<file path="config.mk">
export PLATFORM = sky130hd
export DESIGN_NAME = cacheRefillUnit
export DESIGN_NICKNAME = d
export VERILOG_FILES = /design/src/hw/cacheBusPkg.sv /design/src/hw/cacheArrayPkg.sv /design/src/hw/cacheRefillUnit.sv
export VERILOG_INCLUDE_DIRS = /design/src /design/src/include
export SDC_FILE = /design/constraint.sdc
export NUM_CORES = 1
export LEC_CHECK = 0
export BUFFER_PORTS_ARGS = -buffer_cell sky130_fd_sc_hd__buf_2
export CAP_MARGIN = 20
export CORE_MARGIN = 2
export CORE_UTILIZATION = 45
export CTS_BUF_LIST = sky130_fd_sc_hd__clkbuf_8
export CTS_CLUSTER_SIZE = 30
export DETAILED_ROUTE_END_ITERATION = 8
export PLACE_DENSITY = 0.77
export SLEW_MARGIN = 30
export SYNTH_ARGS = -nofsm -noshare
export SYNTH_HDL_FRONTEND = slang
export SYNTH_SLANG_ARGS = --single-unit
</file>
<file path="constraint.sdc">
create_clock -name clk -period 1.7 [get_ports clk]
set_input_delay 0.17 -clock clk [delete_from_list [all_inputs] [get_ports clk]]
set_output_delay 0.17 -clock clk [all_outputs]
set_load 0.01 [all_outputs]
</file>
<file path="src/include/cache_consts.svh">
`ifndef CACHE_CONSTS_SVH
`define CACHE_CONSTS_SVH

// pipeline word and address
`define CACHE_XLEN      64
`define CACHE_ADDR_W    32

// address split: tag | index | byte offset
`define CACHE_TAG_W     21
`define CACHE_INDEX_W   6
`define CACHE_OFFSET_W  5

// sets per way
`define CACHE_SETS      64

// refill geometry, one line is four pipeline words
`define CACHE_BEATS     4
`define CACHE_LINE_W    256

`endif

</file>
<file path="src/hw/cacheBusPkg.sv">
`default_nettype none

`include "cache_consts.svh"

package cacheBusPkg;

  // load request from the pipeline
  typedef struct packed {
    logic [`CACHE_ADDR_W-1:0] addr;
  } cpuReq_t;

  // word returned with dataOk
  typedef struct packed {
    logic [`CACHE_XLEN-1:0] data;
  } cpuResp_t;

  // line request, low offset bits always zero
  typedef struct packed {
    logic [`CACHE_ADDR_W-1:0] addr;
  } memReq_t;

  // one refill beat, last marks the fourth
  typedef struct packed {
    logic [`CACHE_XLEN-1:0] data;
    logic                   last;
  } memBeat_t;

endpackage

`default_nettype wire

</file>
<file path="src/hw/cacheArrayPkg.sv">
`default_nettype none

`include "cache_consts.svh"

package cacheArrayPkg;

  typedef struct packed {
    logic [`CACHE_TAG_W-1:0]    tag;
    logic [`CACHE_INDEX_W-1:0]  index;
    logic [`CACHE_OFFSET_W-1:0] offset;
  } addrFields_t;

  typedef struct packed {
    logic                    valid;
    logic [`CACHE_TAG_W-1:0] tag;
  } tagEntry_t;

  // word 0 sits in the low bits, matching the lowest address
  typedef logic [`CACHE_BEATS-1:0][`CACHE_XLEN-1:0] lineData_t;

  typedef enum logic [2:0] {
    idle,
    compare,
    miss,
    refill,
    replay
  } ctrlState_e;

endpackage

`default_nettype wire

</file>
<file path="src/hw/cacheRefillUnit.sv">
`timescale 1ns/1ps
`default_nettype none

`include "cache_consts.svh"

module cacheRefillUnit (
  input  logic                             clk,
  input  logic                             rst_n,
  input  logic                             beatValid_i,
  input  cacheBusPkg::memBeat_t            beat_i,
  input  logic [$clog2(`CACHE_BEATS)-1:0]  beatIdx_i,
  input  logic                             refillDone_i,
  input  cacheArrayPkg::addrFields_t       fields_i,
  output cacheArrayPkg::tagEntry_t         tagWr_o,
  output cacheArrayPkg::lineData_t         lineWr_o,
  output logic                             wrWay0_o,
  output logic                             wrWay1_o
);
  import cacheBusPkg::*;
  import cacheArrayPkg::*;

  // one round-robin bit per set, 0 means way 0 goes next
  logic [`CACHE_SETS-1:0] victimBits;
  logic                   victimWay;

  assign victimWay = victimBits[fields_i.index];

  // line assembly, each beat lands in its own word slot
  always_ff @(posedge clk) begin
    if (beatValid_i) begin
      lineWr_o[beatIdx_i] <= beat_i.data;
    end
  end

  always_ff @(posedge clk or negedge rst_n) begin
    if (!rst_n) begin
      victimBits <= '0;
    end else if (refillDone_i) begin
      victimBits[fields_i.index] <= ~victimWay;
    end
  end

  assign tagWr_o.valid = 1'b1;
  assign tagWr_o.tag   = fields_i.tag;

  // tag and data of the victim way are written together
  assign wrWay0_o = refillDone_i && !victimWay;
  assign wrWay1_o = refillDone_i && victimWay;

endmodule

`default_nettype wire

</file>
==> results.py, run 1 <==
metrics = {
    "place": {
        "dp_hpwl_mm": 21.8,
        "post-place-ws_ns": -0.426,
        "io_buffers": 333,
        "dp_cells": 1277,
        "gp_congestion": 0.854,
    },
    "synth": {
        "synth-seq-cells": 320,
        "synth-seq-area-share": 0.806,
        "synth_ff_type": "edfxtp_1",
        "synthMuxAreaShare": 0.0303,
        "synth_xor_area_frac": 0,
        "synth_area_um2": 11500,
        "synthArstFlopShare": 0.200,
        "synthAdderAreaFrac": 0,
        "yosys.area_share.simple": 0.0300,
        "synth-compound-area-share": 0.101,
        "synth_warnings": 0,
        "yosysUniqueCellTypes": 47,
        "syn_nets": 716,
        "synth_edf_count": 256,
        "syn_inst": 613,
        "syn_area_per_cell_um2": 18.8,
        "synth_top_family_by_area": "compound AO/OA/AOI/OAI gates",
    },
    "setup_path": {
        "crit_buf_inv": 1,
        "slowest_stage": "dfrtp_1",
        "ff2ff_setup_slack_ns": -0.23,
        "crit_path_cell_trace": "mux2_4 -> a221o_1 -> a22oi_2 -> o2111ai_2 -> o31a_1 -> buf_2",
        "cpPeakStageDelay_ns": 0.37,
        "required_ns": 1.53,
        "crit_start": "victimBits[24]",
        "crit_family": "compound AO/OA/AOI/OAI gates",
        "critPathLaunchType": "flip-flop",
        "cp-end-kind": "output pin",
        "arrival_ns": 2.39,
        "reg2reg_to": "victimBits[43]",
        "criticalPathCategory": "reg -> out",
        "worst-path-max-fanout": 2,
        "timing.rr.start": "victimBits[23]",
        "r2r_cells": 6,
    },
    "power_and_ir_drop": {
        "ir_drop_uv": 1160,
        "pwr-share-comb": 0.122,
        "p_per_area_nw_per_um2": 1120,
        "clkPwrFrac": 0.353,
        "p_int_mw": 13.4,
        "netSwitchingFraction": 0.254,
        "p_leak_nw": 6.38,
        "seq_power_share": 0.524,
        "power_switching_mw": 4.56,
    },
    "floorplanning": {
        "die_area_um2": 26900,
        "die_w_um": 164,
        "core_um2": 25200,
        "rows": 58,
        "num_io_pins": 383,
        "die_h_um": 164,
        "initial_core_util": 0.458,
    },
    "route": {
        "drtIter0Drc": 586,
        "vias": 7720,
        "dr.pass1.iters": 5,
        "via_per_inst": 5.36,
        "drt-total-wl_mm": 34.7,
        "drc_errors": 0,
        "ant_nets": 0,
        "wire_per_inst_um": 24.1,
    },
    "global_routing": {
        "met1_usage": 0.327,
        "top_usage_layer": "met2",
        "grt_util_met3": 0.0955,
        "grt-ovfl-total": 0,
        "grt_pass1_vias": 8010,
        "grt_start_max_net_pins": 65,
        "met2_usage": 0.404,
        "grt_pass1_wl_mm": 50.7,
        "track_usage": 0.258,
        "antenna_found_initial": 1,
    },
    "min_path": {
        "hold_depth": 4,
        "hold_end": "victimBits[13]",
        "hold_path_class": "in -> reg",
        "min_from": "refillDone_i",
    },
    "flow_run": {
        "drv_cap": 0,
    },
    "layout": {
        "layout.cells.non_filler": 1441,
        "layout_common_cells": "buf_2, edfxtp_1, dlygate4sd3_1",
        "drive_above_1_share": 0.492,
        "layout.nets": 1175,
        "syn_to_final_growth_pct": 38.4,
        "final_common_cell": "buf_2",
        "post-route-util": 0.634,
    },
    "sta": {
        "fin_skew_ns": 0.0241,
        "rsz0062_at_grt": "true",
        "finalSetupTns_ns": -8.61,
        "holdWs_ns": 0.147,
        "relSlewSlack": 0.664,
        "final.min_clock_period_ns": 2.56,
        "setup_viol": 50,
        "fin_ws_ns": -0.864,
        "slew_viol_final": 0,
        "fin_crit_sh": 1.51,
        "hold_viol": 0,
        "timing.fmax_ghz": 0.390,
        "worst_pin_slew_ns": 0.503,
    },
    "clock_network": {
        "clock_path_buffers": 3,
        "cts.clk_slew.worst_paths_ns": 0.06,
        "cts_tree": "built",
        "clk_latency_ns": 0.58,
        "cts_num_sinks": 320,
        "h-tree-depth": 2,
        "root_buffer": "clkbuf_8",
        "cts_buffers": 50,
    },
    "outcome": {
        "violations": "setup timing",
        "status": "finished, violations left",
    },
}
[timing repair]
item	4_1_cts	5_1_grt
endpoints found under the setup margin	43	50
cloned	3	1
hold buffers	65	0
resized for setup	14	22
setup buffers	4	3
pin swaps	5	21
endpoints found under the hold margin	320	0
[power groups by stage]
stage                     combinational (mW)  sequential [mW]  clock, mW
after CTS                               2.05             9.37       6.35
after global placement                  1.76             9.50          0
after global routing                    2.34             9.44       6.76
after detailed placement                1.83             9.52          0
final                                   2.19             9.39       6.33
after floorplan                        0.909             9.61          0
[registers in the layout, summed over array words and instances, names as in the netlist]
| signal | flops |
|---|---|
| victimBits | 64 |
| lineWr_o | 256 |
[layer usage]
layer | vias to the layer above | wire length, um
li1 | 3331 | -
met1 | 3863 | 13100
met2 | 439 | 16600
met3 | 87 | 3740
met4 | 0 | 1330
met5 | - | 0
[per-stage QoR]
| stage | instance area, um2 | power (mW) |
|---|---|---|
| 2_1_floorplan | 11700 | 10.5 |
| 3_3_place_gp | 14000 | 11.3 |
| 3_5_place_dp | 14000 | 11.3 |
| 4_1_cts | 15800 | 17.8 |
| 5_1_grt | 16000 | 18.5 |
| 6_report | 16000 | 17.9 |
[worst max path at each step]
stage | end | depth (start not counted)
finish | wrWay1_o | 6
global route | wrWay1_o | 6
CTS | wrWay1_o | 6
detailed placement | victimBits[43] | 8
global placement | wrWay1_o | 8
floorplan | lineWr_o[0] | 1
[final cells by class]
class	instances	area (um2)
multi-input combinational	230	2180
inverter	4	15.0
clock inverter	40	270
clock buffer	50	688
fill	1746	9220
antenna	1	2.50
sequential	320	9290
tap	330	413
timing repair buffer	466	3100
[cell families (layout without fill, tap and decap cells)]
| group | after synthesis | in the layout |
|---|---|---|
| buf+inv | 63 | 560 |
| mux | 27 | 27 |
| simple gates | 65 | 65 |
| other cells | 1 | 2 |
| flops | 320 | 320 |
| compound gates | 137 | 137 |
[worst reg2reg max path, cell delays in order (launching register included)]
cell     delay (ns)
dfrtp_1        0.40
mux2_4         0.26
a221o_1        0.30
o21ai_2        0.08
a31oi_4        0.20
buf_12         0.22
o41ai_2        0.35
[synthesized netlist by cell type, types with 3 or more instances]
cell type	n	share of area
mux2_2	12	0.012
or3b_2	3	0.0023
inv_1	4	0.0013
o41ai_1	7	0.0053
clkbuf_1	17	0.0055
mux2i_1	9	0.0078
nor2b_1	3	0.0016
edfxtp_1	256	0.67
nand3b_1	3	0.0020
nand2_1	17	0.0055
o21ai_0	57	0.025
dfrtp_1	64	0.14
mux4_2	5	0.0098
nor2_1	14	0.0046
buf_6	4	0.0039
nand3_1	10	0.0043
nand2b_1	6	0.0033
buf_2	13	0.0056
o41ai_2	25	0.035
o31ai_1	24	0.016
buf_4	24	0.016
a21o_1	3	0.0020
No activity file was read; power rests on OpenSTA's default activity.
==> inputs of run 2 (changes only) <==
- CELL_PAD_IN_SITES_DETAIL_PLACEMENT: default -> 1
- CELL_PAD_IN_SITES_GLOBAL_PLACEMENT: default -> 1
- CORE_UTILIZATION: 45 -> 39
- PLACE_DENSITY: 0.77 -> 0.81
==> run 2 against run 1 <==
  * Combinational power up 3%
  * Clock power is 12% higher
  * Worst setup slack improved by 0.040 ns
  * Global-route usage is 0.38 points higher
  * Die area rose by 15%
  * Fmax rose by 1.6%
  * Final area increased by 0.79%
  * Largest cell class unchanged
  * Critical path type unchanged
  * Largest power group unchanged
  * Clock-buffer cell count is 3 higher
  * The flow still finishes with violations (setup timing)
  * Sequential cell count unchanged
  * Sequential power rose by 0.4%
  * Routed wire length up 17%
==> results.py, run 2 (synthesis gave the netlist of run 1 again) <==
metrics = {
    "global_routing": {
        "grt_pass1_vias": 8807,
        "met2_usage": 0.455,
        "antenna_found_initial": 2,
        "met1_usage": 0.303,
        "track_usage": 0.262,
        "top_usage_layer": "met2",
        "grt-ovfl-total": 0,
        "grt_pass1_wl_mm": 59.7,
        "grt_util_met3": 0.0788,
        "grt_start_max_net_pins": 65,
    },
    "setup_path": {
        "crit_path_cell_trace": "mux2_4 -> a221o_1 -> a22oi_2 -> o2111ai_2 -> o31a_1 -> buf_2",
        "timing.rr.start": "victimBits[45]",
        "cp-end-kind": "output pin",
        "worst-path-max-fanout": 2,
        "required_ns": 1.53,
        "slowest_stage": "dfrtp_1",
        "crit_start": "victimBits[24]",
        "criticalPathCategory": "reg -> out",
        "cpPeakStageDelay_ns": 0.38,
        "critPathLaunchType": "flip-flop",
        "arrival_ns": 2.35,
    },
    "layout": {
        "final_common_cell": "buf_2",
        "largest-register": "lineWr_o",
        "layout.nets": 1181,
        "final_area_um2": 16100,
        "layout_common_cells": "buf_2, edfxtp_1, dlygate4sd3_1",
        "largest_reg_flops": 256,
        "drive_above_1_share": 0.493,
        "post-route-util": 0.556,
        "syn_to_final_growth_pct": 39.5,
        "layout.cells.non_filler": 1499,
        "reg_top3": "lineWr_o (256), victimBits (64)",
    },
    "clock_network": {
        "cts_tree": "built",
        "root_buffer": "clkbuf_8",
        "cts_num_sinks": 320,
        "clock_path_buffers": 3,
        "cts_buffers": 52,
        "h-tree-depth": 2,
        "clk_latency_ns": 0.57,
        "cts.clk_slew.worst_paths_ns": 0.06,
    },
    "sta": {
        "fin_skew_ns": 0.00956,
        "holdWs_ns": 0.147,
        "timing.fmax_ghz": 0.396,
        "final.min_clock_period_ns": 2.52,
        "fin_crit_sh": 1.48,
        "setup_viol": 43,
        "hold_viol": 0,
        "slew_viol_final": 0,
        "rsz0062_at_grt": "true",
        "fin_ws_ns": -0.824,
        "worst_pin_slew_ns": 0.487,
        "relSlewSlack": 0.672,
    },
    "floorplanning": {
        "rows": 62,
        "die_area_um2": 31000,
        "die_h_um": 176,
        "core_um2": 28900,
        "die_w_um": 176,
        "num_io_pins": 383,
        "initial_core_util": 0.398,
    },
    "place": {
        "gp_congestion": 0.845,
        "placed_cell_area_um2": 14100,
        "post-place-ws_ns": -0.441,
        "dp_hpwl_mm": 24.4,
        "dp_cells": 1340,
        "io_buffers": 333,
    },
    "power_and_ir_drop": {
        "p_leak_nw": 6.40,
        "p_per_area_nw_per_um2": 1170,
        "ir_drop_uv": 1190,
    },
    "route": {
        "via_per_inst": 5.30,
        "vias": 7946,
        "wire_per_inst_um": 27.2,
        "ant_nets": 0,
        "drtIter0Drc": 628,
        "drt-total-wl_mm": 40.8,
        "dr.pass1.iters": 7,
        "drc_errors": 0,
    },
    "min_path": {
        "hold_path_class": "in -> async",
    },
    "flow_run": {
        "drv_cap": 0,
    },
    "outcome": {
        "status": "finished, violations left",
        "violations": "setup timing",
    },
}
## run 2: cell count changes in the layout (fill, tap and decap cells not counted), sizes merged
cell	change
clkbuf	+2
bufinv	+2
clkinv	-6
clkinvlp	+1
buf	+5
## run 2: layout make-up
cell class              instances  area (um2)
diodes                          1        2.50
fillers                      2755       12800
multi-input cells             230        2220
inverters                       4        15.0
well taps                     384         480
repair buffers                470        3050
clock inverters                37         304
clock buffers                  53         729
flip-flops and latches        320        9290
## run 2: final timing paths
check / to / slack [ns] / cells after the start
worst max-delay path: wrWay1_o / -0.82 / 6
worst min-delay path: victimBits[8] / 0.15 / 3
worst max register to register: victimBits[47] / -0.36 / 8
worst min register to register: victimBits[15] / 0.51 / 2
max in group asynchronous: victimBits[57] / 1.26 / 3
min in group clk: lineWr_o[121] / 0.17 / 3
## run 2: metal layers
metal | wire (um) | vias up
met5 | 21 | -
met4 | 1650 | 4
met3 | 3480 | 103
met2 | 21100 | 426
met1 | 14500 | 4074
li1 | - | 3339
## run 2: per-stage QoR
step | setup TNS [ns] | power [mW]
after floorplan | -36.69 | 10.5
final | -11.45 | 18.7
after global placement | -16.14 | 11.3
after detailed placement | -19.88 | 11.4
after global routing | -15.30 | 19.3
after CTS | -11.29 | 18.5
## run 2: power breakdown
part           internal, mW  switching, mW  leakage, nW
Sequential             9.11          0.315         3.17
Clock                  3.68           3.38        0.585
Combinational          1.01           1.25         2.64
## run 2: timing repair
item                                    CTS  global route
gates resized for setup                  25            18
endpoints found under the setup margin   42            50
pin swaps                                 6             4
setup buffers                             2             0
hold endpoints to repair                320             0
hold buffers                             65             0
gates cloned                              1             0
## run 2: worst max-delay path, delay by kind of cell (launching register included)
kind | cells | cell delay [ns]
AO/OA/AOI/OAI | 4 | 0.99
buffers and inverters | 1 | 0.14
flip-flops | 1 | 0.38
multiplexers | 1 | 0.27
==> inputs of run 3 (changes only) <==
- CORE_UTILIZATION: 39 -> 43
- PLACE_DENSITY: 0.81 -> 0.84
- clock period: 1.7 -> 2.6 ns (I/O delays scaled with it)
==> run 3 against run 2 <==
  * The run now ends clean
  * Final cell count shrank 4.9%
  * Global-route usage grew 0.50 points
  * First-iteration DRC count grew 4.6%
  * Clock-buffer cell count grew 1
  * Hold slack gained 0.030 ns
  * Worst setup slack gained 0.83 ns
  * Sequential share of layout area grew 3.0 points
  * Non-clock buffer count shrank 30
  * Critical endpoint is now wrWay0_o
  * Largest cell class unchanged
==> results.py, run 3 (synthesis gave the netlist of run 1 again) <==
metrics = {
    "outcome": {
        "status": "complete, no violations",
    },
    "setup_path": {
        "ff2ff_setup_slack_ns": 0.54,
        "required_ns": 2.34,
        "arrival_ns": 2.33,
        "critPathLaunchType": "flip-flop",
        "crit_buf_inv": 1,
        "crit_family": "compound AO/OA/AOI/OAI gates",
        "criticalPathCategory": "reg -> out",
        "cpPeakStageDelay_ns": 0.38,
        "crit_path_cell_trace": "mux2_4 -> a221o_1 -> a22oi_2 -> o2111ai_2 -> nor4b_2 -> buf_2",
        "slowest_stage": "dfrtp_1",
        "cp-end-kind": "output pin",
        "worst-path-max-fanout": 2,
    },
    "sta": {
        "final.min_clock_period_ns": 2.59,
        "relSlewSlack": 0.469,
        "hold_viol": 0,
        "worst_pin_slew_ns": 0.796,
        "fin_skew_ns": 0.0163,
        "rsz0062_at_grt": "true",
        "timing.fmax_ghz": 0.386,
        "setup_viol": 0,
        "fin_crit_sh": 0.997,
        "slew_viol_final": 0,
    },
    "route": {
        "vias": 7638,
        "ant_nets": 0,
        "drtIter0Drc": 657,
        "dr.pass1.iters": 5,
        "drt-total-wl_mm": 37.7,
        "drc_errors": 0,
        "via_per_inst": 5.36,
        "wire_per_inst_um": 26.4,
    },
    "layout": {
        "reg_top3": "lineWr_o (256), victimBits (64)",
        "drive_above_1_share": 0.459,
        "final_area_um2": 15300,
        "final_common_cell": "buf_2",
        "syn_to_final_growth_pct": 32.6,
        "largest-register": "lineWr_o",
        "largest_reg_flops": 256,
        "layout_common_cells": "buf_2, edfxtp_1, dlygate4sd3_1",
        "layout.nets": 1151,
    },
    "power_and_ir_drop": {
        "p_leak_nw": 6.11,
        "ir_drop_uv": 572,
        "p_per_area_nw_per_um2": 760,
        "p_total_mw": 11.6,
    },
    "global_routing": {
        "grt_pass1_wl_mm": 54.9,
        "grt_util_met3": 0.0898,
        "grt-ovfl-total": 0,
        "top_usage_layer": "met2",
        "grt_pass1_vias": 8334,
        "grt_start_max_net_pins": 46,
        "met1_usage": 0.308,
        "antenna_found_initial": 4,
        "met2_usage": 0.446,
        "track_usage": 0.267,
    },
    "clock_network": {
        "cts.clk_slew.worst_paths_ns": 0.07,
        "cts_num_sinks": 320,
        "clk_latency_ns": 0.57,
        "h-tree-depth": 2,
        "cts_tree": "built",
        "root_buffer": "clkbuf_8",
        "cts_buffers": 52,
        "clock_path_buffers": 3,
    },
    "floorplanning": {
        "die_area_um2": 28100,
        "initial_core_util": 0.440,
        "die_h_um": 168,
        "die_w_um": 168,
        "num_io_pins": 383,
        "rows": 59,
        "core_um2": 26200,
    },
    "place": {
        "io_buffers": 333,
        "gp_congestion": 0.812,
        "dp_hpwl_mm": 24.2,
        "placed_cell_area_um2": 13600,
    },
    "min_path": {
        "hold_path_class": "in -> reg",
    },
    "flow_run": {
        "drv_cap": 0,
    },
}
run 3: changes by cell type in the layout (fill, tap and decap cells not counted), sizes merged:
cell      delta
buf         -30
bufinv       -3
clkbuf       +1
clkinv       +9
clkinvlp     -1
diode        +2
inv          -3
run 3: path summary, 6_finish.rpt:
| check | start | cells after the start | endpoint |
|---|---|---|---|
| worst max-delay path | victimBits[24] | 6 | wrWay0_o |
| worst min-delay path | beatIdx_i[0] | 2 | lineWr_o[18] |
| worst max register to register | victimBits[23] | 6 | victimBits[43] |
| worst min register to register | victimBits[48] | 1 | victimBits[48] |
| max in group asynchronous | rst_n | 3 | victimBits[13] |
| min in group asynchronous | rst_n | 2 | victimBits[3] |
run 3: where the power goes:
group          total (mW)  internal [mW]  switching [mW]
combinational        1.25          0.529           0.723
sequential           6.13           5.96           0.173
clock                4.24           2.13            2.11
total                11.6           8.62            3.00
run 3: layout make-up:
type / count / area [um2]
antenna: 3 / 7.51
clock buffer: 54 / 743
clock inverter: 39 / 226
fill: 2508 / 10900
inverter: 4 / 15.0
multi-input combinational: 230 / 1910
sequential: 320 / 9290
tap: 335 / 419
timing repair buffer: 440 / 2680
run 3: through the flow:
stage / hold WS [ns] / instances / util / TNS [ns] / worst slack [ns]
after global routing: 0.155 / 1424 / 0.583 / -0.144 / -0.0898
after detailed placement: 0.231 / 1264 / 0.521 / 0 / 0.238
after CTS: 0.125 / 1422 / 0.583 / -0.0978 / -0.0978
after global placement: 0.221 / 1264 / 0.521 / 0 / 0.287
after floorplan: -0.0356 / 613 / - / 0 / 0.210
final: 0.178 / 1425 / 0.583 / 0 / 0.00746
run 3: worst register-to-register path: stages (launching register included):
cell and delay, ns:
dfrtp_1 0.38, mux2_1 0.30, a221o_1 0.32, o21ai_2 0.09
a31oi_4 0.14, buf_4 0.24, o41ai_1 0.45
run 3: repair_timing:
item / CTS / global route
endpoints found under the setup margin: 2 / 2
gates resized for setup: 3 / 0
hold endpoints to repair: 273 / 0
buffers inserted: 0 / 0
pin swaps: 1 / 1
hold buffers: 65 / 0
run 3: layer usage:
metal | vias up | routed length (um)
li1 | 3281 | -
met1 | 3887 | 13800
met2 | 366 | 19000
met3 | 102 | 3170
met4 | 2 | 1710
met5 | - | 11
